## src/hw/mem_map_pkg.sv

```systemverilog
`default_nettype none

package mem_map_pkg;

  // -------------------
  // Bus widths
  // -------------------
  typedef logic [31:0] addr_t;
  typedef logic [63:0] data_t;
  typedef logic [7:0]  strb_t;
  typedef logic [1:0]  resp_t;

  // AXI response codes
  localparam resp_t RESP_OKAY   = 2'b00;
  localparam resp_t RESP_SLVERR = 2'b10;
  localparam resp_t RESP_DECERR = 2'b11;

  // -------------------
  // Address map
  // -------------------
  // Byte offset inside a 64-bit word
  localparam int unsigned WORD_OFFSET_BITS = 3;

  localparam int unsigned ROM_WORDS = 16;
  localparam addr_t       ROM_BASE  = 32'h0001_0000;
  localparam addr_t       RAM_BASE  = 32'h8000_0000;

  typedef logic [$clog2(ROM_WORDS)-1:0] rom_idx_t;

  // -------------------
  // Boot image
  // -------------------
  // Two RV64 instructions per word, lower address in the low half
  localparam data_t BOOT_IMAGE [ROM_WORDS] = '{
    64'h0202_8593_0000_0297,  // auipc t0,0 / addi a1,t0,32
    64'h0182_b283_f140_2573,  // csrr a0,mhartid / ld t0,24(t0)
    64'h0000_0013_0002_8067,  // jr t0 / nop
    64'h0000_0000_8000_0000,  // Entry point in RAM
    64'h0000_0000_0001_0040,  // Pointer to device table
    64'h0000_0000_0000_0001,  // Number of harts
    64'hffdf_f06f_1050_0073,  // wfi / j -4
    64'h0000_0013_0000_0013,
    64'hd00d_feed_0000_0000,  // Device table header
    64'h0000_0000_0001_0000,  // ROM base
    64'h0000_0000_8000_0000,  // RAM base
    64'h0000_0000_0000_2000,  // RAM size
    64'h0000_0000_0000_0000,
    64'h0000_0000_0000_0000,
    64'h0000_0000_0000_0000,
    64'h5a5a_a5a5_0bad_c0de   // Image end marker
  };

endpackage

`default_nettype wire
```

## src/hw/boot_rom.sv

```systemverilog
`timescale 1ns/1ps
`default_nettype none

// Read-only boot memory, one word per request
module boot_rom
  import mem_map_pkg::*;
(
  input  wire logic     clk_i,
  input  wire logic     req_i,
  input  wire rom_idx_t idx_i,
  output data_t         rdata_o
);

  // -------------------
  // Read port
  // -------------------
  // Output register keeps the last word between requests
  always_ff @(posedge clk_i) begin
    if (req_i) begin
      rdata_o <= BOOT_IMAGE[idx_i];
    end
  end

endmodule

`default_nettype wire

```

## config.mk

```make
export PLATFORM = sky130hd
export DESIGN_NAME = boot_rom
export DESIGN_NICKNAME = d
export VERILOG_FILES = /design/src/hw/mem_map_pkg.sv /design/src/hw/boot_rom.sv
export SDC_FILE = /design/constraint.sdc
export NUM_CORES = 1
export LEC_CHECK = 0
export ABC_AREA = 1
export BUFFER_PORTS_ARGS = -buffer_cell sky130_fd_sc_hd__clkbuf_2
export CAP_MARGIN = 40
export CORE_MARGIN = 3
export CORE_UTILIZATION = 45
export CTS_CLUSTER_DIAMETER = 200
export DETAILED_ROUTE_END_ITERATION = 10
export GPL_ROUTABILITY_DRIVEN = 0
export MAX_ROUTING_LAYER = met4
export PLACE_DENSITY = 0.76
export SYNTH_ARGS = -nofsm -noshare
export SYNTH_HDL_FRONTEND = slang
export SYNTH_SLANG_ARGS = --single-unit
```

## constraint.sdc

```tcl
create_clock -name clk_i -period 2.4 [get_ports clk_i]
set_input_delay 0.48 -clock clk_i [delete_from_list [all_inputs] [get_ports clk_i]]
set_output_delay 0.48 -clock clk_i [all_outputs]
set_load 0.02 [all_outputs]
```

==> After elaboration in Yosys (flattened, before gate mapping) <==
Memory sizes are Yosys's and may differ from the RTL's. A register that Yosys moved wholly into a read port is not among the register bits.
Index checks and enable logic that the tools add are counted.
{ "totals": {"ff_bits": 0, "latchBits": 0, "ramBits": 0, "rom_bits": 1024, "input_bits": 6, "elab_cells": 2, "memories": 1} }
{ "memory_table": {"columns": ["memory", "words", "word_bits", "read_ports", "rd_clocked_by_memory_dff", "wr", "line", "source"], "rows": [
  ["(no name shown)", 16, 64, 1, 1, 0, "boot_rom.sv:20", "rdata_o <= BOOT_IMAGE[idx_i];"]
]} }
{ "op_classes": {"n_addsub": 0, "mul": 0, "div_mod_pow": 0, "magnitude_cmp": 0, "eq_ne": 0, "shifts": 0, "mux": 0, "bitwise": 1, "reduce_logical": 0} }
{ "ops": {"columns": ["cell", "count"], "rows": [
  ["inverter 4 -> 5 bit", 1]
]} }

==> Longest topological paths before layout <==
Gate-level depths: netlist of run 1.
{ "depth": {"ltp_word": 1, "ltp_mapped": 6} }

==> Least setup slack after synthesis of run 1 <==
Ideal clock, no wire load.
{ "synth_timing": {"kind": "input to register", "startpoint": "input idx_i[0]", "endpoint": "register rdata_o[16] (data pin)", "setup_ns": 0.261, "arrival_time_ns": 1.016, "slack_ns": 1.124, "cell_stages": 4, "n_path_buf": 1, "cell_sequence": "ha_1 > nand3_2 > buf_2 > nand3_1"} }
{ "synth_via": {"elab_chain_len": 1} }
{ "synth_lines": {"columns": ["item", "line", "source"], "rows": [
  ["start: declaration", "boot_rom.sv:10", "input wire rom_idx_t idx_i,"],
  ["inverter 4 -> 5 bit (implied by the code)", "boot_rom.sv:20", null],
  ["end: declaration", "boot_rom.sv:11", "output data_t rdata_o"]
]} }
Every way passes these cells.

==> impl_metrics.env, run 1 <==
export IMPL_outcome="complete, no violations"
export IMPL_fin_setup_tns_ps=0
export IMPL_drtIter0Drc=40
export IMPL_dieArea_sq_um=4530
export IMPL_ys_warn_count=0
export IMPL_cts_resized=0
export IMPL_slowest_stage="edfxtp_1"
export IMPL_ys_seq_area_share_pct=58.6
export IMPL_max_freq_mhz=699
export IMPL_grt_usage_pct=14.2
export IMPL_cts_root_buf="clkbuf_8"
export IMPL_total_power_mw=1.36
export IMPL_synthesis_area_sq_um=1690
export IMPL_final_period_utilization_pct=59.6
export IMPL_vias=1056
export IMPL_drv_slew=0
export IMPL_layout_commonest_cell="clkbuf_2"
export IMPL_initial_core_util_pct=48.7
export IMPL_slowest_delay_ps=470
export IMPL_clockBufferDepth=2
export IMPL_dp_hpwl_mm=2.10
export IMPL_hp_class="in2reg"
export IMPL_min_period_ps=1430
export IMPL_cts_htree_levels=2
export IMPL_area_growth_pct=12.8
export IMPL_core_area_sq_um=3470
export IMPL_final_cell_mix="clkbuf_2, nand2_1, edfxtp_1, inv_1, ha_1"
export IMPL_final_setup_viol_count=0
export IMPL_cp_start_kind="flop"
export IMPL_route_detailed_drc=0
export IMPL_vias_per_cell=4.46
export IMPL_grt_max_degree=34
export IMPL_whs_path_depth=3
export IMPL_crit_chain="clkbuf_2"
export IMPL_crit_type="reg2out"
export IMPL_crit_required_ps=1920
export IMPL_yosys_top_cells_area="edfxtp_1, buf_4, nand2_1"
export IMPL_critical_path_buf_inv_count=1
export IMPL_grt_pass1_wl_mm=4.55
export IMPL_rsz0062_at_grt="no"
export IMPL_clock_sinks=33
export IMPL_final_util_pct=55.0
export IMPL_first_global_vias=987
export IMPL_drive_gt1_share_pct=43.5
export IMPL_synth_top_area_share_pct=58.6
export IMPL_postSynthCellCount=149
export IMPL_ant_nets=0
export IMPL_maxSlewHeadroom_pct=48.2
export IMPL_hold_slack_ps=585
export IMPL_post_cts_setup_buffers=0
export IMPL_cap_viol_max_count=0
export IMPL_cts_clk_slew_worst_paths_ps=70
export IMPL_cts_hold_buf=0
export IMPL_wl_per_cell_um=11.7
export IMPL_ys_ff_latch=33
export IMPL_num_io_pins=70
export IMPL_synth_area_leader_cell="edfxtp_1"
export IMPL_diodes=0
export IMPL_crit_arrival_ps=950
export IMPL_cp_num_cells=1
export IMPL_power_density_nw_per_um2=713
export IMPL_grt_overflow=0
export IMPL_synth_distinct_cells=20
export IMPL_irDropWorstVdd_uv=372
export IMPL_p_leak_nw=0.969
export IMPL_routed_wl_mm=2.78
export IMPL_cp_max_fo=6
export IMPL_floorplan_rows=21
export IMPL_cts_buffers=5
export IMPL_regMostFlops="rdata_o"
export IMPL_fillers=317
export IMPL_largest_registers="rdata_o: 33 flops"
export IMPL_cts_tree="done"
export IMPL_drtPass1Iterations=4
export IMPL_syn_avg_cell_area_sq_um=11.3
export IMPL_crit_family="flip-flops"
export IMPL_portBuffers=65
export IMPL_final_cell_count_no_fill=237
export IMPL_die_height_um=67.3
export IMPL_largest_reg_flops=33
export IMPL_antenna_found_initial=0
export IMPL_dpl_cell_count=229
export IMPL_tightestPinTransition_ps=777
export IMPL_dieWidth_um=67.3
export IMPL_finalHoldViolations=0
export IMPL_setup_worst_path_end_class="primary output"
export IMPL_fin_nets=204
==> metal layers <==
| layer | share of wire (%) | global-route usage (%) | routed length [um] | vias up |
|---|---|---|---|---|
| met5 | 0 | - | 0 | - |
| met4 | 2.4 | 6.33 | 68 | 0 |
| met3 | 9.7 | 4.99 | 269 | 8 |
| met2 | 46 | 22.2 | 1280 | 62 |
| met1 | 42 | 16.6 | 1170 | 459 |
| li1 | - | - | - | 527 |
==> kinds of logic after synthesis <==
family	count (synthesis)	share of synthesized area (%)
and+or+nand+nor	51	14.1
buffers and inverters	48	18.8
DFF	33	58.6
AOI/OAI and AO/OA	8	2.37
adders and majority gates	8	5.92
other	1	0.222
==> cell usage after synthesis <==
library cell,count
nor2_2,2
ha_1,8
o21ai_0,5
inv_1,11
nand2_2,2
nand2_1,35
nand2_4,1
nor2_1,2
nor2_4,2
o21ai_1,2
buf_6,2
buf_2,1
edfxtp_1,33
inv_2,2
nand3_1,6
a21oi_1,1
nand3_2,1
conb_1,1
buf_4,31
inv_6,1
==> area by class of cell <==
| class | count | area (sq um) | area share, % |
|---|---|---|---|
| clock buffer | 6 | 72.6 | 3.81 |
| clock inverter | 2 | 10.0 | 0.525 |
| inverter | 14 | 57.6 | 3.02 |
| multi-input combinational | 71 | 393 | 20.6 |
| sequential | 33 | 991 | 52.0 |
| tap | 46 | 57.6 | 3.02 |
| timing repair buffer | 65 | 325 | 17.1 |
==> where the power goes <==
group          leakage (nW)  switching [mW]  internal (mW)
logic                 0.607           0.189         0.0707
registers             0.317          0.0193          0.689
clock network        0.0450           0.190          0.201
total                 0.969           0.399          0.961
==> through the flow <==
step / setup slack (ps) / cell area [sq um]
4_1_cts: 953 / 1910
2_1_floorplan: 1120 / 1700
3_3_place_gp: 831 / 1820
6_report: 969 / 1910
3_5_place_dp: 801 / 1820
5_1_grt: 903 / 1910
==> path summary, 6_finish.rpt <==
check	endpoint	slack, ps	startpoint
min	rdata_o[31]$_DFFE_PP_	580	idx_i[0]
max	rdata_o[38]	970	rdata_o[50]$_DFFE_PP_
(Power assumes the default switching activity.)
==> run 2, diff against run 1 <==
==> constraint.sdc (replaced) <==
create_clock -name clk_i -period 1.4 [get_ports clk_i]
set_input_delay 0.28 -clock clk_i [delete_from_list [all_inputs] [get_ports clk_i]]
set_output_delay 0.28 -clock clk_i [all_outputs]
set_load 0.02 [all_outputs]
==> impl_metrics.env, run 2 (synthesis results as in run 1) <==
export IMPL_grt_usage_pct=14.0
export IMPL_regMostFlops="rdata_o"
export IMPL_crit_family="flip-flops"
export IMPL_diodes=0
export IMPL_grt_use_met1_pct=16.0
export IMPL_cp_start_kind="flop"
export IMPL_final_cell_mix="clkbuf_2, nand2_1, edfxtp_1, inv_1, ha_1"
export IMPL_crit_start="rdata_o[27]$_SDFFCE_PN0P_"
export IMPL_cts_htree_levels=2
export IMPL_crit_arrival_ps=940
export IMPL_irDropWorstVdd_uv=643
export IMPL_max_freq_mhz=823
export IMPL_die_height_um=67.3
export IMPL_p_leak_nw=0.991
export IMPL_fin_nets=206
export IMPL_setup_worst_path_end_class="primary output"
export IMPL_floorplan_rows=21
export IMPL_cts_resized=0
export IMPL_finalHoldViolations=0
export IMPL_final_period_utilization_pct=86.8
export IMPL_cap_viol_max_count=0
export IMPL_cts_tree="done"
export IMPL_hp_class="in2reg"
export IMPL_dieWidth_um=67.3
export IMPL_cts_buffers=5
export IMPL_antenna_found_initial=0
export IMPL_initial_core_util_pct=48.7
export IMPL_power_density_nw_per_um2=1270
export IMPL_post_cts_setup_buffers=0
export IMPL_dieArea_sq_um=4530
export IMPL_final_setup_viol_count=0
export IMPL_drtIter0Drc=37
export IMPL_slowest_delay_ps=470
export IMPL_vias=1066
export IMPL_fin_setup_tns_ps=0
export IMPL_grt_pass1_wl_mm=4.28
export IMPL_num_io_pins=70
export IMPL_route_detailed_drc=0
export IMPL_core_area_sq_um=3470
export IMPL_wl_per_cell_um=11.2
export IMPL_clock_sinks=33
export IMPL_cp_max_fo=8
export IMPL_crit_required_ps=1120
export IMPL_drtPass1Iterations=5
export IMPL_largest_reg_flops=33
export IMPL_cts_clk_slew_worst_paths_ps=60
export IMPL_largest_registers="rdata_o: 33 flops"
export IMPL_critical_path_buf_inv_count=1
export IMPL_first_global_vias=943
export IMPL_drv_slew=0
export IMPL_ant_nets=0
export IMPL_cts_hold_buf=0
export IMPL_rsz0062_at_grt="no"
export IMPL_vias_per_cell=4.46
export IMPL_slowest_stage="edfxtp_1"
export IMPL_area_growth_pct=15.8
export IMPL_outcome="complete, no violations"
export IMPL_hold_slack_ps=360
export IMPL_min_period_ps=1220
export IMPL_grt_overflow=0
export IMPL_portBuffers=65
export IMPL_grt_max_degree=34
export IMPL_min_from="idx_i[3]"
export IMPL_cts_root_buf="clkbuf_8"
export IMPL_crit_chain="clkbuf_2"
export IMPL_crit_type="reg2out"
export IMPL_layout_commonest_cell="clkbuf_2"
export IMPL_clockBufferDepth=2
export IMPL_drive_gt1_share_pct=43.5
export IMPL_dp_hpwl_mm=2.06
export IMPL_routed_wl_mm=2.68
export IMPL_grt_busiest_layer="met2"
export IMPL_grt_met2_usage_pct=21.7
export IMPL_gr_usage_met3_pct=5.16
-- run 2: cell types whose count changed in the layout (fill, tap and decap cells not counted), sizes merged --
cell,delta
clkinv,-1
buf,+2
bufinv,+1
-- run 2: worst paths after layout --
check / slack [ps] / cells after the start / endpoint
setup / recovery: 180 / 1 / rdata_o[14]
hold / removal: 360 / 2 / rdata_o[36]$_SDFFCE_PP0P_
-- run 2: cell type report --
cell class                      count  area, sq um
Fill cell                         325         1510
Sequential cell                    33          991
Multi-Input combinational cell     71          393
Timing Repair Buffer               67          353
Clock buffer                        6         72.6
Inverter                           14         57.6
Tap cell                           46         57.6
Clock inverter                      2         33.8
-- run 2: per-stage QoR --
step	area (sq um)	std cells	worst slack (ps)	power [mW]	utilization, %
2_1_floorplan	1700	152	324	1.60	-
3_3_place_gp	1850	231	24.9	1.69	53.4
3_5_place_dp	1850	231	22.7	1.69	53.4
4_1_cts	1960	239	157	2.54	56.5
5_1_grt	1960	239	106	2.62	56.5
6_report	1960	239	185	2.49	56.5
-- run 2: layer usage --
metal  routed length (um)  vias to the layer above
met1                 1110                      472
li1                     -                      531
met4                   25                        0
met3                  283                        2
met2                 1260                       61
met5                    0                        -
-- run 2: report_power, final --
group          switching [mW]  leakage [nW]  internal, mW
sequential             0.0333         0.317          1.18
clock                   0.300        0.0528         0.524
combinational           0.323         0.621         0.129
total                   0.657         0.991          1.83
==> run 3, diff against run 2 <==
--- a/config.mk
+++ b/config.mk
@@ -7,14 +7,14 @@
 export LEC_CHECK = 0
 export ABC_AREA = 1
 export BUFFER_PORTS_ARGS = -buffer_cell sky130_fd_sc_hd__clkbuf_2
-export CAP_MARGIN = 40
 export CORE_MARGIN = 3
-export CORE_UTILIZATION = 45
+export CORE_UTILIZATION = 47
 export CTS_CLUSTER_DIAMETER = 200
 export DETAILED_ROUTE_END_ITERATION = 10
 export GPL_ROUTABILITY_DRIVEN = 0
 export MAX_ROUTING_LAYER = met4
-export PLACE_DENSITY = 0.76
+export PLACE_DENSITY = 0.78
+export RECOVER_POWER = 100
 export SYNTH_ARGS = -nofsm -noshare
 export SYNTH_HDL_FRONTEND = slang
 export SYNTH_SLANG_ARGS = --single-unit
==> impl_metrics.env, run 3 (synthesis results as in run 1) <==
export IMPL_outcome="complete, no violations"
export IMPL_final_util_pct=53.3
export IMPL_slowest_stage="edfxtp_1"
export IMPL_grt_usage_pct=14.2
export IMPL_finalHoldViolations=0
export IMPL_final_setup_viol_count=0
export IMPL_tightestPinTransition_ps=766
export IMPL_cp_start_kind="flop"
export IMPL_hp_class="in2reg"
export IMPL_crit_chain="clkbuf_1"
export IMPL_grt_use_met1_pct=16.3
export IMPL_crit_arrival_ps=980
export IMPL_crit_family="flip-flops"
export IMPL_first_global_vias=945
export IMPL_gr_usage_met3_pct=4.08
export IMPL_drive_gt1_share_pct=15.0
export IMPL_die_height_um=66.0
export IMPL_irDropWorstVdd_uv=525
export IMPL_dieArea_sq_um=4350
export IMPL_grt_busiest_layer="met2"
export IMPL_grt_met2_usage_pct=22.9
export IMPL_critical_path_buf_inv_count=1
export IMPL_core_area_sq_um=3390
export IMPL_cts_tree="done"
export IMPL_dp_hpwl_mm=2.12
export IMPL_crit_required_ps=1120
export IMPL_post_place_ws_ps=23.7
export IMPL_antenna_found_initial=0
export IMPL_rsz0062_at_grt="no"
export IMPL_cts_clk_slew_worst_paths_ps=90
export IMPL_drtIter0Drc=62
export IMPL_area_growth_pct=6.88
export IMPL_portBuffers=65
export IMPL_final_cell_mix="clkbuf_1, nand2_1, edfxtp_1, clkbuf_2, inv_1"
export IMPL_fin_nets=206
export IMPL_final_period_utilization_pct=90.1
export IMPL_power_density_nw_per_um2=1160
export IMPL_setup_worst_path_end_class="primary output"
export IMPL_route_detailed_drc=0
export IMPL_regArea_sq_um=991
export IMPL_p_leak_nw=0.818
export IMPL_cts_htree_levels=2
export IMPL_num_io_pins=70
export IMPL_dieWidth_um=66.0
export IMPL_slowest_delay_ps=410
export IMPL_maxSlewHeadroom_pct=48.9
export IMPL_fillers=319
export IMPL_largest_registers="rdata_o: 33 flops"
export IMPL_floorplan_rows=21
export IMPL_vias=1102
export IMPL_routed_wl_mm=2.80
export IMPL_diodes=0
export IMPL_vias_per_cell=4.61
export IMPL_ant_nets=0
export IMPL_drv_slew=0
export IMPL_sw_frac_of_total_pct=30.5
export IMPL_cts_root_buf="clkbuf_4"
export IMPL_grt_overflow=0
export IMPL_p_int_mw=1.46
export IMPL_max_freq_mhz=793
export IMPL_clockPowerShare_pct=22.2
export IMPL_regMostFlops="rdata_o"
export IMPL_switchingPower_mw=0.638
export IMPL_clock_sinks=33
export IMPL_comb_power_share_pct=20.0
export IMPL_cap_viol_max_count=0
export IMPL_clockBufferDepth=2
export IMPL_multi_input_area_sq_um=373
export IMPL_seq_power_share_pct=57.9
export IMPL_cts_resized=0
export IMPL_hold_slack_ps=351
export IMPL_wl_per_cell_um=11.7
export IMPL_crit_type="reg2out"
export IMPL_initial_core_util_pct=49.9
export IMPL_cp_max_fo=4
export IMPL_post_cts_setup_buffers=0
export IMPL_min_period_ps=1260
export IMPL_fin_setup_tns_ps=0
export IMPL_largest_reg_flops=33
export IMPL_grt_max_degree=34
export IMPL_grt_pass1_wl_mm=4.35
export IMPL_fin_ws_ps=139
export IMPL_cts_buffers=5
export IMPL_layout_commonest_cell="clkbuf_1"
export IMPL_cts_hold_buf=0
export IMPL_drtPass1Iterations=4
## run 3: changes by cell type in the layout (fill, tap and decap cells not counted), sizes merged
cell	change
inv	-1
buf	-1
bufinv	-1
clkinv	+3
## run 3: power groups by stage
stage               clock [mW]  sequential, mW  combinational (mW)
finish                   0.464            1.21               0.418
global route             0.518            1.22               0.457
CTS                      0.482            1.22               0.461
detailed placement           0            1.24               0.460
global placement             0            1.24               0.455
floorplan                    0            1.34               0.263
## run 3: stage by stage
stage	area (sq um)	std cells	power (mW)
floorplan	1700	152	1.60
global placement	1850	231	1.69
detailed placement	1850	231	1.70
CTS	1900	239	2.16
global route	1810	239	2.20
finish	1810	239	2.10
## run 3: layer usage
metal,vias to the layer above,share of wire [%]
met2,71,48
met1,492,38
li1,534,-
met5,-,0
met3,5,11
met4,0,2.0
## run 3: worst paths after layout
kind | startpoint | endpoint | slack [ps] | cells past startpoint
worst min-delay path | idx_i[3] | rdata_o[30]$_SDFFCE_PP0P_ | 350 | 2
worst max-delay path | rdata_o[56]$_SDFFCE_PP0P_ | rdata_o[56] | 140 | 1
## run 3: area by class of cell
cell class | instances | area share (%)
sequential | 33 | 54.8
clock buffer | 5 | 2.08
inverter | 14 | 3.19
multi-input combinational | 71 | 20.6
tap | 46 | 3.19
timing repair buffer | 67 | 15.4
clock inverter | 3 | 0.693
