--- src/hw/mem_map_pkg.sv ---
`default_nettype none

package mem_map_pkg;

  // -------------------
  // Bus widths
  // -------------------
  typedef logic [31:0] addr_t;
  typedef logic [63:0] data_t;
  typedef logic [7:0]  strb_t;
  typedef logic [1:0]  resp_t;

  // AXI response codes
  localparam resp_t RESP_OKAY   = 2'b00;
  localparam resp_t RESP_SLVERR = 2'b10;
  localparam resp_t RESP_DECERR = 2'b11;

  // -------------------
  // Address map
  // -------------------
  // Byte offset inside a 64-bit word
  localparam int unsigned WORD_OFFSET_BITS = 3;

  localparam int unsigned ROM_WORDS = 16;
  localparam addr_t       ROM_BASE  = 32'h0001_0000;
  localparam addr_t       RAM_BASE  = 32'h8000_0000;

  typedef logic [$clog2(ROM_WORDS)-1:0] rom_idx_t;

  // -------------------
  // Boot image
  // -------------------
  // Two RV64 instructions per word, lower address in the low half
  localparam data_t BOOT_IMAGE [ROM_WORDS] = '{
    64'h0202_8593_0000_0297,  // auipc t0,0 / addi a1,t0,32
    64'h0182_b283_f140_2573,  // csrr a0,mhartid / ld t0,24(t0)
    64'h0000_0013_0002_8067,  // jr t0 / nop
    64'h0000_0000_8000_0000,  // Entry point in RAM
    64'h0000_0000_0001_0040,  // Pointer to device table
    64'h0000_0000_0000_0001,  // Number of harts
    64'hffdf_f06f_1050_0073,  // wfi / j -4
    64'h0000_0013_0000_0013,
    64'hd00d_feed_0000_0000,  // Device table header
    64'h0000_0000_0001_0000,  // ROM base
    64'h0000_0000_8000_0000,  // RAM base
    64'h0000_0000_0000_2000,  // RAM size
    64'h0000_0000_0000_0000,
    64'h0000_0000_0000_0000,
    64'h0000_0000_0000_0000,
    64'h5a5a_a5a5_0bad_c0de   // Image end marker
  };

endpackage

`default_nettype wire
--- src/hw/axil_mem_bridge.sv ---
`timescale 1ns/1ps
`default_nettype none

// AXI4-Lite slave in front of the boot ROM and the data RAM
module axil_mem_bridge
  import mem_map_pkg::*;
#(
  parameter int unsigned RamWords = 1024
) (
  input  wire logic                        clk_i,
  input  wire logic                        rst_ni,
  // Write address and data
  input  wire addr_t                       s_awaddr_i,
  input  wire logic                        s_awvalid_i,
  output logic                             s_awready_o,
  input  wire data_t                       s_wdata_i,
  input  wire strb_t                       s_wstrb_i,
  input  wire logic                        s_wvalid_i,
  output logic                             s_wready_o,
  // Write response
  output resp_t                            s_bresp_o,
  output logic                             s_bvalid_o,
  input  wire logic                        s_bready_i,
  // Read address
  input  wire addr_t                       s_araddr_i,
  input  wire logic                        s_arvalid_i,
  output logic                             s_arready_o,
  // Read data
  output data_t                            s_rdata_o,
  output resp_t                            s_rresp_o,
  output logic                             s_rvalid_o,
  input  wire logic                        s_rready_i,
  // Boot ROM
  output logic                             rom_req_o,
  output rom_idx_t                         rom_idx_o,
  input  wire data_t                       rom_rdata_i,
  // Data RAM
  output logic                             ram_req_o,
  output logic                             ram_we_o,
  output logic [$clog2(RamWords)-1:0]      ram_idx_o,
  output data_t                            ram_wdata_o,
  output strb_t                            ram_strb_o,
  input  wire data_t                       ram_rdata_i
);

  localparam int unsigned RamIdxW  = $clog2(RamWords);
  localparam addr_t       RomBytes = addr_t'(ROM_WORDS << WORD_OFFSET_BITS);
  localparam addr_t       RamBytes = addr_t'(RamWords << WORD_OFFSET_BITS);

  typedef enum logic [1:0] {
    ST_IDLE,
    ST_READ_WAIT,
    ST_READ_RESP,
    ST_WRITE_RESP
  } state_e;

  state_e state_q, state_d;

  logic  wr_offer, wr_hs, rd_hs;
  addr_t sel_addr, rom_off, ram_off;
  logic  hit_rom, hit_ram;
  resp_t sel_resp;

  resp_t resp_q;
  logic  rd_rom_q, rd_ram_q;
  data_t rdata_q;

  // -------------------
  // Handshakes
  // -------------------
  // Write takes priority, so a pending write blocks AR
  assign wr_offer    = s_awvalid_i && s_wvalid_i;
  assign s_awready_o = (state_q == ST_IDLE) && wr_offer;
  assign s_wready_o  = s_awready_o;
  assign s_arready_o = (state_q == ST_IDLE) && !wr_offer;

  assign wr_hs = s_awready_o;
  assign rd_hs = s_arready_o && s_arvalid_i;

  // -------------------
  // Address decode
  // -------------------
  // One decoder serves both channels
  assign sel_addr = wr_offer ? s_awaddr_i : s_araddr_i;
  assign rom_off  = sel_addr - ROM_BASE;
  assign ram_off  = sel_addr - RAM_BASE;
  assign hit_rom  = rom_off < RomBytes;
  assign hit_ram  = ram_off < RamBytes;

  always_comb begin
    if (hit_ram) begin
      sel_resp = RESP_OKAY;
    end else if (hit_rom) begin
      // ROM is read-only
      sel_resp = wr_offer ? RESP_SLVERR : RESP_OKAY;
    end else begin
      sel_resp = RESP_DECERR;
    end
  end

  // Memory requests go out on the handshake edge
  assign rom_req_o   = rd_hs && hit_rom;
  assign rom_idx_o   = rom_off[WORD_OFFSET_BITS +: $bits(rom_idx_t)];
  assign ram_req_o   = (wr_hs || rd_hs) && hit_ram;
  assign ram_we_o    = wr_hs;
  assign ram_idx_o   = ram_off[WORD_OFFSET_BITS +: RamIdxW];
  assign ram_wdata_o = s_wdata_i;
  assign ram_strb_o  = s_wstrb_i;

  // -------------------
  // FSM
  // -------------------
  always_comb begin
    state_d = state_q;
    unique case (state_q)
      ST_IDLE: begin
        if (wr_hs) begin
          state_d = ST_WRITE_RESP;
        end else if (rd_hs) begin
          state_d = ST_READ_WAIT;
        end
      end
      ST_READ_WAIT:  state_d = ST_READ_RESP;
      ST_READ_RESP:  state_d = s_rready_i ? ST_IDLE : ST_READ_RESP;
      ST_WRITE_RESP: state_d = s_bready_i ? ST_IDLE : ST_WRITE_RESP;
      default:       state_d = ST_IDLE;
    endcase
  end

  always_ff @(posedge clk_i or negedge rst_ni) begin
    if (!rst_ni) begin
      state_q  <= ST_IDLE;
      resp_q   <= RESP_OKAY;
      rd_rom_q <= 1'b0;
      rd_ram_q <= 1'b0;
    end else begin
      state_q <= state_d;
      if (wr_hs || rd_hs) begin
        resp_q <= sel_resp;
      end
      if (rd_hs) begin
        rd_rom_q <= hit_rom;
        rd_ram_q <= hit_ram;
      end
    end
  end

  // Memory data is valid one cycle after the request
  always_ff @(posedge clk_i) begin
    if (state_q == ST_READ_WAIT) begin
      if (rd_rom_q) begin
        rdata_q <= rom_rdata_i;
      end else if (rd_ram_q) begin
        rdata_q <= ram_rdata_i;
      end else begin
        rdata_q <= '0;
      end
    end
  end

  // Only one transaction in flight, so B and R share the response
  assign s_bvalid_o = (state_q == ST_WRITE_RESP);
  assign s_bresp_o  = resp_q;
  assign s_rvalid_o = (state_q == ST_READ_RESP);
  assign s_rresp_o  = resp_q;
  assign s_rdata_o  = rdata_q;

  // -------------------
  // Assertions
  // -------------------
  a_r_stable: assert property (
    @(posedge clk_i) disable iff (!rst_ni)
    s_rvalid_o && !s_rready_i |=> s_rvalid_o && $stable(s_rdata_o)
  ) else $error("R payload dropped before rready");

  a_b_hold: assert property (
    @(posedge clk_i) disable iff (!rst_ni)
    s_bvalid_o && !s_bready_i |=> s_bvalid_o
  ) else $error("bvalid dropped before bready");

  a_one_mem: assert property (
    @(posedge clk_i) disable iff (!rst_ni) !(rom_req_o && ram_req_o)
  ) else $error("ROM and RAM requested together");

endmodule

`default_nettype wire

--- config.mk ---
export PLATFORM = sky130hd
export DESIGN_NAME = axil_mem_bridge
export DESIGN_NICKNAME = d
export VERILOG_FILES = /design/src/hw/mem_map_pkg.sv /design/src/hw/axil_mem_bridge.sv
export SDC_FILE = /design/constraint.sdc
export NUM_CORES = 1
export LEC_CHECK = 0
export BUFFER_PORTS_ARGS = -buffer_cell sky130_fd_sc_hd__buf_2
export CORE_AREA = 5 5 166 168
export CTS_CLUSTER_SIZE = 20
export DETAILED_ROUTE_END_ITERATION = 12
export DIE_AREA = 0 0 171 173
export RECOVER_POWER = 100
export SLEW_MARGIN = 20
export SYNTH_ARGS = -nofsm -noshare
export SYNTH_HDL_FRONTEND = slang
export SYNTH_SLANG_ARGS = --single-unit
--- constraint.sdc ---
create_clock -name clk_i -period 4.97 [get_ports clk_i]
set_input_delay 0.7455 -clock clk_i [delete_from_list [all_inputs] [get_ports clk_i]]
set_output_delay 0.7455 -clock clk_i [all_outputs]
set_load 0.03 [all_outputs]
# Word level (Yosys, flattened, before mapping)
# Cells that the tools add are included.
# classes
n_addsub	2
multipliers	0
div_mod_pow	0
magnitude_cmp	2
n_eq_ne	4
n_shift	0
n_mux	11
bitwise_logic	0
n_reduce_logical	9
# op_table
cell	count
$mux W64	2
$lt A32 B14 Y1 const B	1
$lt A32 B8 Y1 const B	1
$mux W32	1
$sub A32 B17 Y32 const B	1
$sub A32 B32 Y32 const B	1
$mux W2	7
$pmux W2 S4	1
$logic_and A1 B1 Y1	6
$eq A2 B2 Y1 const B	2
$ne A3 B3 Y1 const B	1
$eq A2 B1 Y1 const B	1
$logic_not A2 Y1	1
$logic_not A1 Y1	1
$logic_or A1 B1 Y1	1
# totals
register_bits	70
latchBits	0
mem_bits_rw	0
romBits	0
in_bits	271
out_inout_bits	162
wordCells	33
n_memories	0

# Depth between registers and ports, before layout
# Gate-level depths: netlist (run 1).
# logic_depth
depth_word	7
depth_mapped	7
depth_no_buf	6

# Worst setup path before layout (run 1)
# Ideal clock, no wire load.
# synth_timing
kind	register to register
from	reg state_q[0]
to	reg rdata_q[0] (netlist: s_rdata_o[0]), enable pin
setup_time_ns	0.493
arrival_time_ns	3.288
required_time_ns	4.477
slack_ns	1.189
stages_incl_launch_ff	2
path_buffers	0
synth_period_minus_slack_ns	3.781
cell_sequence	dfrtp_1 > nor2b_1
# synth_via
elab_chain_cells	1
# synth_rtl
item	line	text
from (decl)	axil_mem_bridge.sv:57	state_e state_q, state_d;
from (signal assigned)	axil_mem_bridge.sv:137	state_q <= state_d;
$eq A2 B1 Y1	axil_mem_bridge.sv:150	if (state_q == ST_READ_WAIT) begin
to (signal assigned)	axil_mem_bridge.sv:152	rdata_q <= rom_rdata_i;
to (signal assigned)	axil_mem_bridge.sv:154	rdata_q <= ram_rdata_i;
to (decl)	axil_mem_bridge.sv:66	data_t rdata_q;
# Every way passes these cells.
# A chain may end at the register's enable or synchronous reset.

# Worst setup path in the final report (run 1)
# layout_timing
from	in s_awvalid_i
to	out rom_req_o
# layout_via
elab_chain_cells	5
word_cells_on_any_way	8
classes_between	add/sub (1); order compare (1); mux (1); reduce/logical (5)
# layout_rtl
item	line	text
from (decl)	axil_mem_bridge.sv:14	input wire logic s_awvalid_i,
$logic_and A1 B1 Y1 (*)	axil_mem_bridge.sv:72	assign wr_offer = s_awvalid_i && s_wvalid_i;
$mux W32 or $logic_not A1 Y1 (tied branches)	axil_mem_bridge.sv:84, axil_mem_bridge.sv:75	
$sub A32 B17 Y32 or $logic_and A1 B1 Y1 (tied branches)	axil_mem_bridge.sv:85, axil_mem_bridge.sv:75	
$lt A32 B8 Y1 or $logic_and A1 B1 Y1 (tied branches)	axil_mem_bridge.sv:87, axil_mem_bridge.sv:78	
$logic_and A1 B1 Y1 (*)	axil_mem_bridge.sv:102	assign rom_req_o = rd_hs && hit_rom;
to (decl)	axil_mem_bridge.sv:34	output logic rom_req_o,
# Mark *: on every way between the ends. The rest lies on a longest branch, timed or not.

==> results of run 1 <==
## kinds of logic after synthesis
| group | count (synthesis) | synth area share |
|---|---|---|
| AOI/OAI and AO/OA | 85 | 0.183 |
| xor gates and xnor gates | 2 | 0.00452 |
| buffers and inverters | 100 | 0.175 |
| DFF | 70 | 0.534 |
| muxes | 4 | 0.0110 |
| and+or+nand+nor | 70 | 0.0926 |
## sequential cells by signal (all words and copies together), names as in the netlist
signal,count
s_bresp_o,2
rd_rom_q,1
s_rdata_o,64
state_q,2
rd_ram_q,1
## cell usage after synthesis (all sizes together)
master / number
or3: 1
xor2: 2
mux2i: 2
o211a: 1
or4b: 1
dfrtp: 6
nor3: 3
mux2: 2
nor2b: 3
nand3b: 1
a22o: 63
o31a: 1
nand3: 2
inv: 2
or4: 4
nand4: 1
a22oi: 1
o41ai: 1
and4b: 1
nand2: 39
edfxtp: 64
o211ai: 1
or2: 2
a2111oi: 1
o21ai: 7
nor4: 4
o32ai: 2
a21oi: 3
buf: 82
nor2: 6
nor4b: 1
clkbuf: 16
a211oi: 1
o31ai: 2
and2: 1
a211o: 1
## cell type report
class	count	area [um^2]	share of cell area
inverters	2	7.51	0.00142
repair buffers	287	1320	0.250
multi-input cells	161	1130	0.214
flip-flops and latches	70	2070	0.392
clock buffers	9	225	0.0426
well taps	335	419	0.0793
clock inverters	7	105	0.0199
## routing by layer
metal	track usage	routed length, um	part of all wire	vias to the layer above
met4	0.0495	865	0.046	6
met2	0.229	10000	0.53	276
met5	0.00669	48	0.0025	-
met3	0.0644	2900	0.15	26
li1	-	-	-	1567
met1	0.0926	5140	0.27	1436
## metrics by stage
| step | std cells | setup slack (ns) | power [mW] | instance area, um^2 | hold slack, ns |
|---|---|---|---|---|---|
| 6_report | 871 | 1.01 | 2.19 | 5280 | 0.273 |
| 5_1_grt | 871 | 0.809 | 2.31 | 5280 | 0.291 |
| 4_1_cts | 871 | 1.42 | 2.26 | 5420 | 0.213 |
| 3_5_place_dp | 855 | 1.42 | 1.54 | 5090 | 0.514 |
| 3_3_place_gp | 855 | 1.45 | 1.53 | 5090 | 0.506 |
| 2_1_floorplan | 331 | 1.19 | 1.40 | 3880 | 0.450 |
## worst register-to-register path, stage by stage (launching register included)
cell and delay (ns):
dfrtp_1 0.46, nor2b_2 0.17, clkbuf_1 2.30
## worst max path at each step
| stage | to | slack, ns | cells after the start |
|---|---|---|---|
| 2_1_floorplan | s_rdata_o[0]$_DFFE_PP_ | 1.19 | 1 |
| 3_3_place_gp | rom_req_o | 1.45 | 7 |
| 3_5_place_dp | rom_req_o | 1.42 | 7 |
| 4_1_cts | rom_req_o | 1.42 | 7 |
| 5_1_grt | rom_req_o | 0.81 | 8 |
| 6_report | rom_req_o | 1.01 | 8 |
## report_power, final
group | switching, mW | internal (mW) | leakage (nW)
registers | 0.0484 | 0.809 | 0.680
clock network | 0.261 | 0.447 | 0.159
logic | 0.487 | 0.140 | 1.31
==> impl_metrics.toml, run 1 <==
[routing]
drt_iter0_drc = 83
wire_per_inst_um = 21.8
drt-pass1-iter-count = 4
num_vias = 3311
drc = 0
drt-vias-per-instance = 3.80
final_antenna_net_count = 0
routed_wl_mm = 19.0

[worst_setup_path]
critPathMaxStageDelay_ns = 0.73
crit_chain = "clkbuf_1 -> and2_0 -> mux2_2 -> a21oi_1 -> mux2i_1 -> or2_1 -> nor2_1 -> clkbuf_1"
worstSetupStartpoint = "s_awvalid_i"
r2r-end = "s_rdata_o[45]$_DFFE_PP_"
cp_num_buf_inv = 2
critPathLaunchType = "input pin"
crit_fanout = 15
r2r_start = "state_q[0]$_DFFE_PN0P_"
crit_top_cell = "clkbuf_1"
crit_arrival_ns = 3.22
slowest_stage = "and2_0"
r2r_slack_ns = 1.52
end_kind = "output port"
required_ns = 4.22
r2r_cells = 2
crit_family = "simple AND/OR/NAND/NOR gates"
crit_type = "in2out"

[clock_network]
clockRootBuffer = "clkbuf_16"
cts.htree.levels = 3
clock_latency_ns = 0.33
holdBufCountCts = 0
clk_pin_slew_ns = 0.06
cts_tree = "built"
cts.sinks = 70
post-cts-setup-buffers = 0
cts_buffer_depth = 2
cts_buffers = 9
post_cts_resized = 0

[power_and_ir_drop]
power_density_mw_per_mm2 = 415
p_leak_nw = 2.15
ir_worst_vdd_uv = 189

[yosys]
ys_seq_area_frac = 0.534
ys_ff_latch = 70
netlist_instances = 331
yosys-top-cells-area = "edfxtp_1 50%, buf_4 15%, a22o_1 14%, dfrtp_1 3.9%, nand2_1 3.8%"
syn_area_per_cell_um2 = 11.7
syn_area_mm2 = 0.00388
ys_warn_count = 0
synth_cell_type_count = 43
syn_nets = 602
synth_top_area_frac = 0.495
yosysTopAreaCell = "edfxtp_1"

[die]
core_area_mm2 = 0.0258
ios = 433
fp-row-count = 59
dieHeight_um = 173
start_util = 0.151
die_w_um = 171
dieArea_mm2 = 0.0296

[cells_and_area]
layout-drive-gt1-share = 0.409
utilization = 0.205
fillerInstances = 2907
antenna_cells = 0
syn2layout_area_growth_pct = 36.2
nNetsFinal = 802
final_common_cell = "buf_2"
layout_common_cells = "190 x buf_2, 95 x clkbuf_1, 64 x edfxtp_1, 63 x a22o_1, 39 x nand2_1"

[timing]
timing.fmax_mhz = 252
fin_crit_sh = 0.797
rsz0062_at_grt = "no"
tns_ns = 0
setup_viol = 0
clock_skew_ns = 0.00879
period_needed_ns = 3.96
slew_violations = 196
worstMarginPinSlew_ns = 3.28
hold_viol = 0
maxSlewHeadroom = -1.18

[run_status]
failed_checks = "capacitance limit, slew limit"
status = "finished, violations left"

[global_routing]
grt_pass1_vias = 3341
overflow = 0
grt_pass1_wl_mm = 24.6
grt_util_all_layers = 0.117
grt_max_degree = 67
antenna_found_initial = 4

[run]
cap_violations = 3

[placed_design]
hpwl_mm = 16.6
gp_congestion = 0.922
portBuffers = 282

[min_path]
hp-class = "in2async"
(Power assumes the default switching activity.)
==> run 2, diff against run 1 <==
clock period = 3.7 ns   (was 4.97 ns; I/O delays follow)
==> run 2 against run 1 <==
  * The run still ends with capacitance limit, slew limit left
  * Core utilization about the same
  * Global-route usage decreased by 0.69 points
  * Clock power increased by 31%
  * Total power increased by 33%
==> impl_metrics.toml, run 2 (synthesis gave the netlist of run 1 again) <==
[run_status]
status = "finished, violations left"
failed_checks = "capacitance limit, slew limit"

[die]
dieArea_mm2 = 0.0296
ios = 433
fp-row-count = 59
core_area_mm2 = 0.0258
die_w_um = 171
start_util = 0.151
dieHeight_um = 173

[routing]
final_antenna_net_count = 0
drt-vias-per-instance = 3.78
wire_per_inst_um = 20.7
routed_wl_mm = 18.1
num_vias = 3304
drt_iter0_drc = 108
drc = 0
drt-pass1-iter-count = 4

[worst_setup_path]
r2r_slack_ns = 0.71
slowest_stage = "clkbuf_1"
crit_arrival_ns = 2.66
end_kind = "output port"
crit_type = "in2out"
crit_chain = "clkbuf_1 -> and2_0 -> clkbuf_1 -> nand3_1 -> o211a_1 -> o211ai_1 -> or2_0 -> nor2_1 -> clkbuf_1"
required_ns = 3.14
crit_family = "buffers and inverters"
crit_top_cell = "clkbuf_1"
critPathMaxStageDelay_ns = 0.53
cp_num_buf_inv = 3
crit_fanout = 11
critPathLaunchType = "input pin"

[clock_network]
clock_latency_ns = 0.32
cts_buffer_depth = 2
post_cts_resized = 0
clockRootBuffer = "clkbuf_16"
cts.sinks = 70
holdBufCountCts = 0
post-cts-setup-buffers = 0
cts_tree = "built"
cts.htree.levels = 3
cts_buffers = 9
clk_pin_slew_ns = 0.06

[global_routing]
grt_util_all_layers = 0.110
overflow = 0
grt_pass1_vias = 3329
antenna_found_initial = 3
grt_max_degree = 67
grt_pass1_wl_mm = 23.4

[power_and_ir_drop]
p_leak_nw = 2.15
ir_worst_vdd_uv = 182
power_density_mw_per_mm2 = 551

[timing]
slew_violations = 111
clock_skew_ns = 0.00770
maxSlewHeadroom = -0.240
rsz0062_at_grt = "no"
worstMarginPinSlew_ns = 1.85
setup_ws_ns = 0.484
timing.fmax_mhz = 311
fin_crit_sh = 0.869
tns_ns = 0
period_needed_ns = 3.22
hold_viol = 0
setup_viol = 0

[cells_and_area]
syn2layout_area_growth_pct = 36.3
multiInputGateArea_mm2 = 0.00113
register_area_mm2 = 0.00207
final_common_cell = "buf_2"
layout-drive-gt1-share = 0.412
largest_register_ffs = 64
final_area_mm2 = 0.00529
layout_common_cells = "191 x buf_2, 94 x clkbuf_1, 64 x edfxtp_1, 63 x a22o_1, 39 x nand2_1"
fillerInstances = 2867
nNetsFinal = 803

[placed_design]
hpwl_mm = 15.7
gp_congestion = 0.891
portBuffers = 282
place_area_mm2 = 0.00510
dp_slack_ns = 0.577

[run]
cap_violations = 2

[min_path]
hp-class = "in2async"
-- run 2: cell types whose count changed in the layout (fill, tap and decap cells not counted), sizes merged --
cell      previous run  this run
clkbuf             104       105
clkinv               1         2
clkinvlp             1         2
diode                0         1
inv                  5         3
-- run 2: report_power, final --
group	internal, mW	leakage (nW)	switching, mW
sequential	1.08	0.680	0.0652
clock	0.591	0.150	0.336
combinational	0.189	1.32	0.652
-- run 2: per-stage QoR --
step                      hold WS, ns  utilization  std cells  power, mW
after global placement          0.384        0.198        856       2.06
after global routing            0.117        0.205        872       3.05
after CTS                      0.0244        0.210        872       3.01
after floorplan                 0.259            -        331       1.87
after detailed placement        0.383        0.198        856       2.06
final                          0.0867        0.205        873       2.91
-- run 2: path summary, 6_finish.rpt --
check / startpoint / end / depth (start not counted)
max: s_awvalid_i / rom_req_o / 9
max in group asynchronous: rst_ni / rd_rom_q$_DFFE_PN0P_ / 1
min: rst_ni / state_q[1]$_DFFE_PN0P_ / 1
min reg2reg: s_bresp_o[0]$_DFFE_PN0P_ / s_bresp_o[0]$_DFFE_PN0P_ / 2
min in group clk_i: s_bready_i / state_q[0]$_DFFE_PN0P_ / 2
max reg2reg: rd_ram_q$_DFFE_PN0P_ / s_rdata_o[58]$_DFFE_PP_ / 3
-- run 2: layout make-up --
class / count / area share
inverters: 2 / 0.00142
diodes: 1 / 0.000473
flip-flops and latches: 70 / 0.392
multi-input cells: 161 / 0.215
clock buffers: 9 / 0.0426
repair buffers: 288 / 0.251
clock inverters: 7 / 0.0182
well taps: 335 / 0.0793
-- run 2: worst register-to-register path, stage by stage (launching register included) --
cell      delay (ns)
dfrtp_1         0.42
nor2b_2         1.43
clkbuf_1        0.73
a22o_1          0.27
-- run 2: layer usage --
metal | GRT usage | share of wire
met5 | 0.00669 | 0.0027
met4 | 0.0505 | 0.041
met3 | 0.0571 | 0.14
met2 | 0.224 | 0.54
met1 | 0.0808 | 0.27
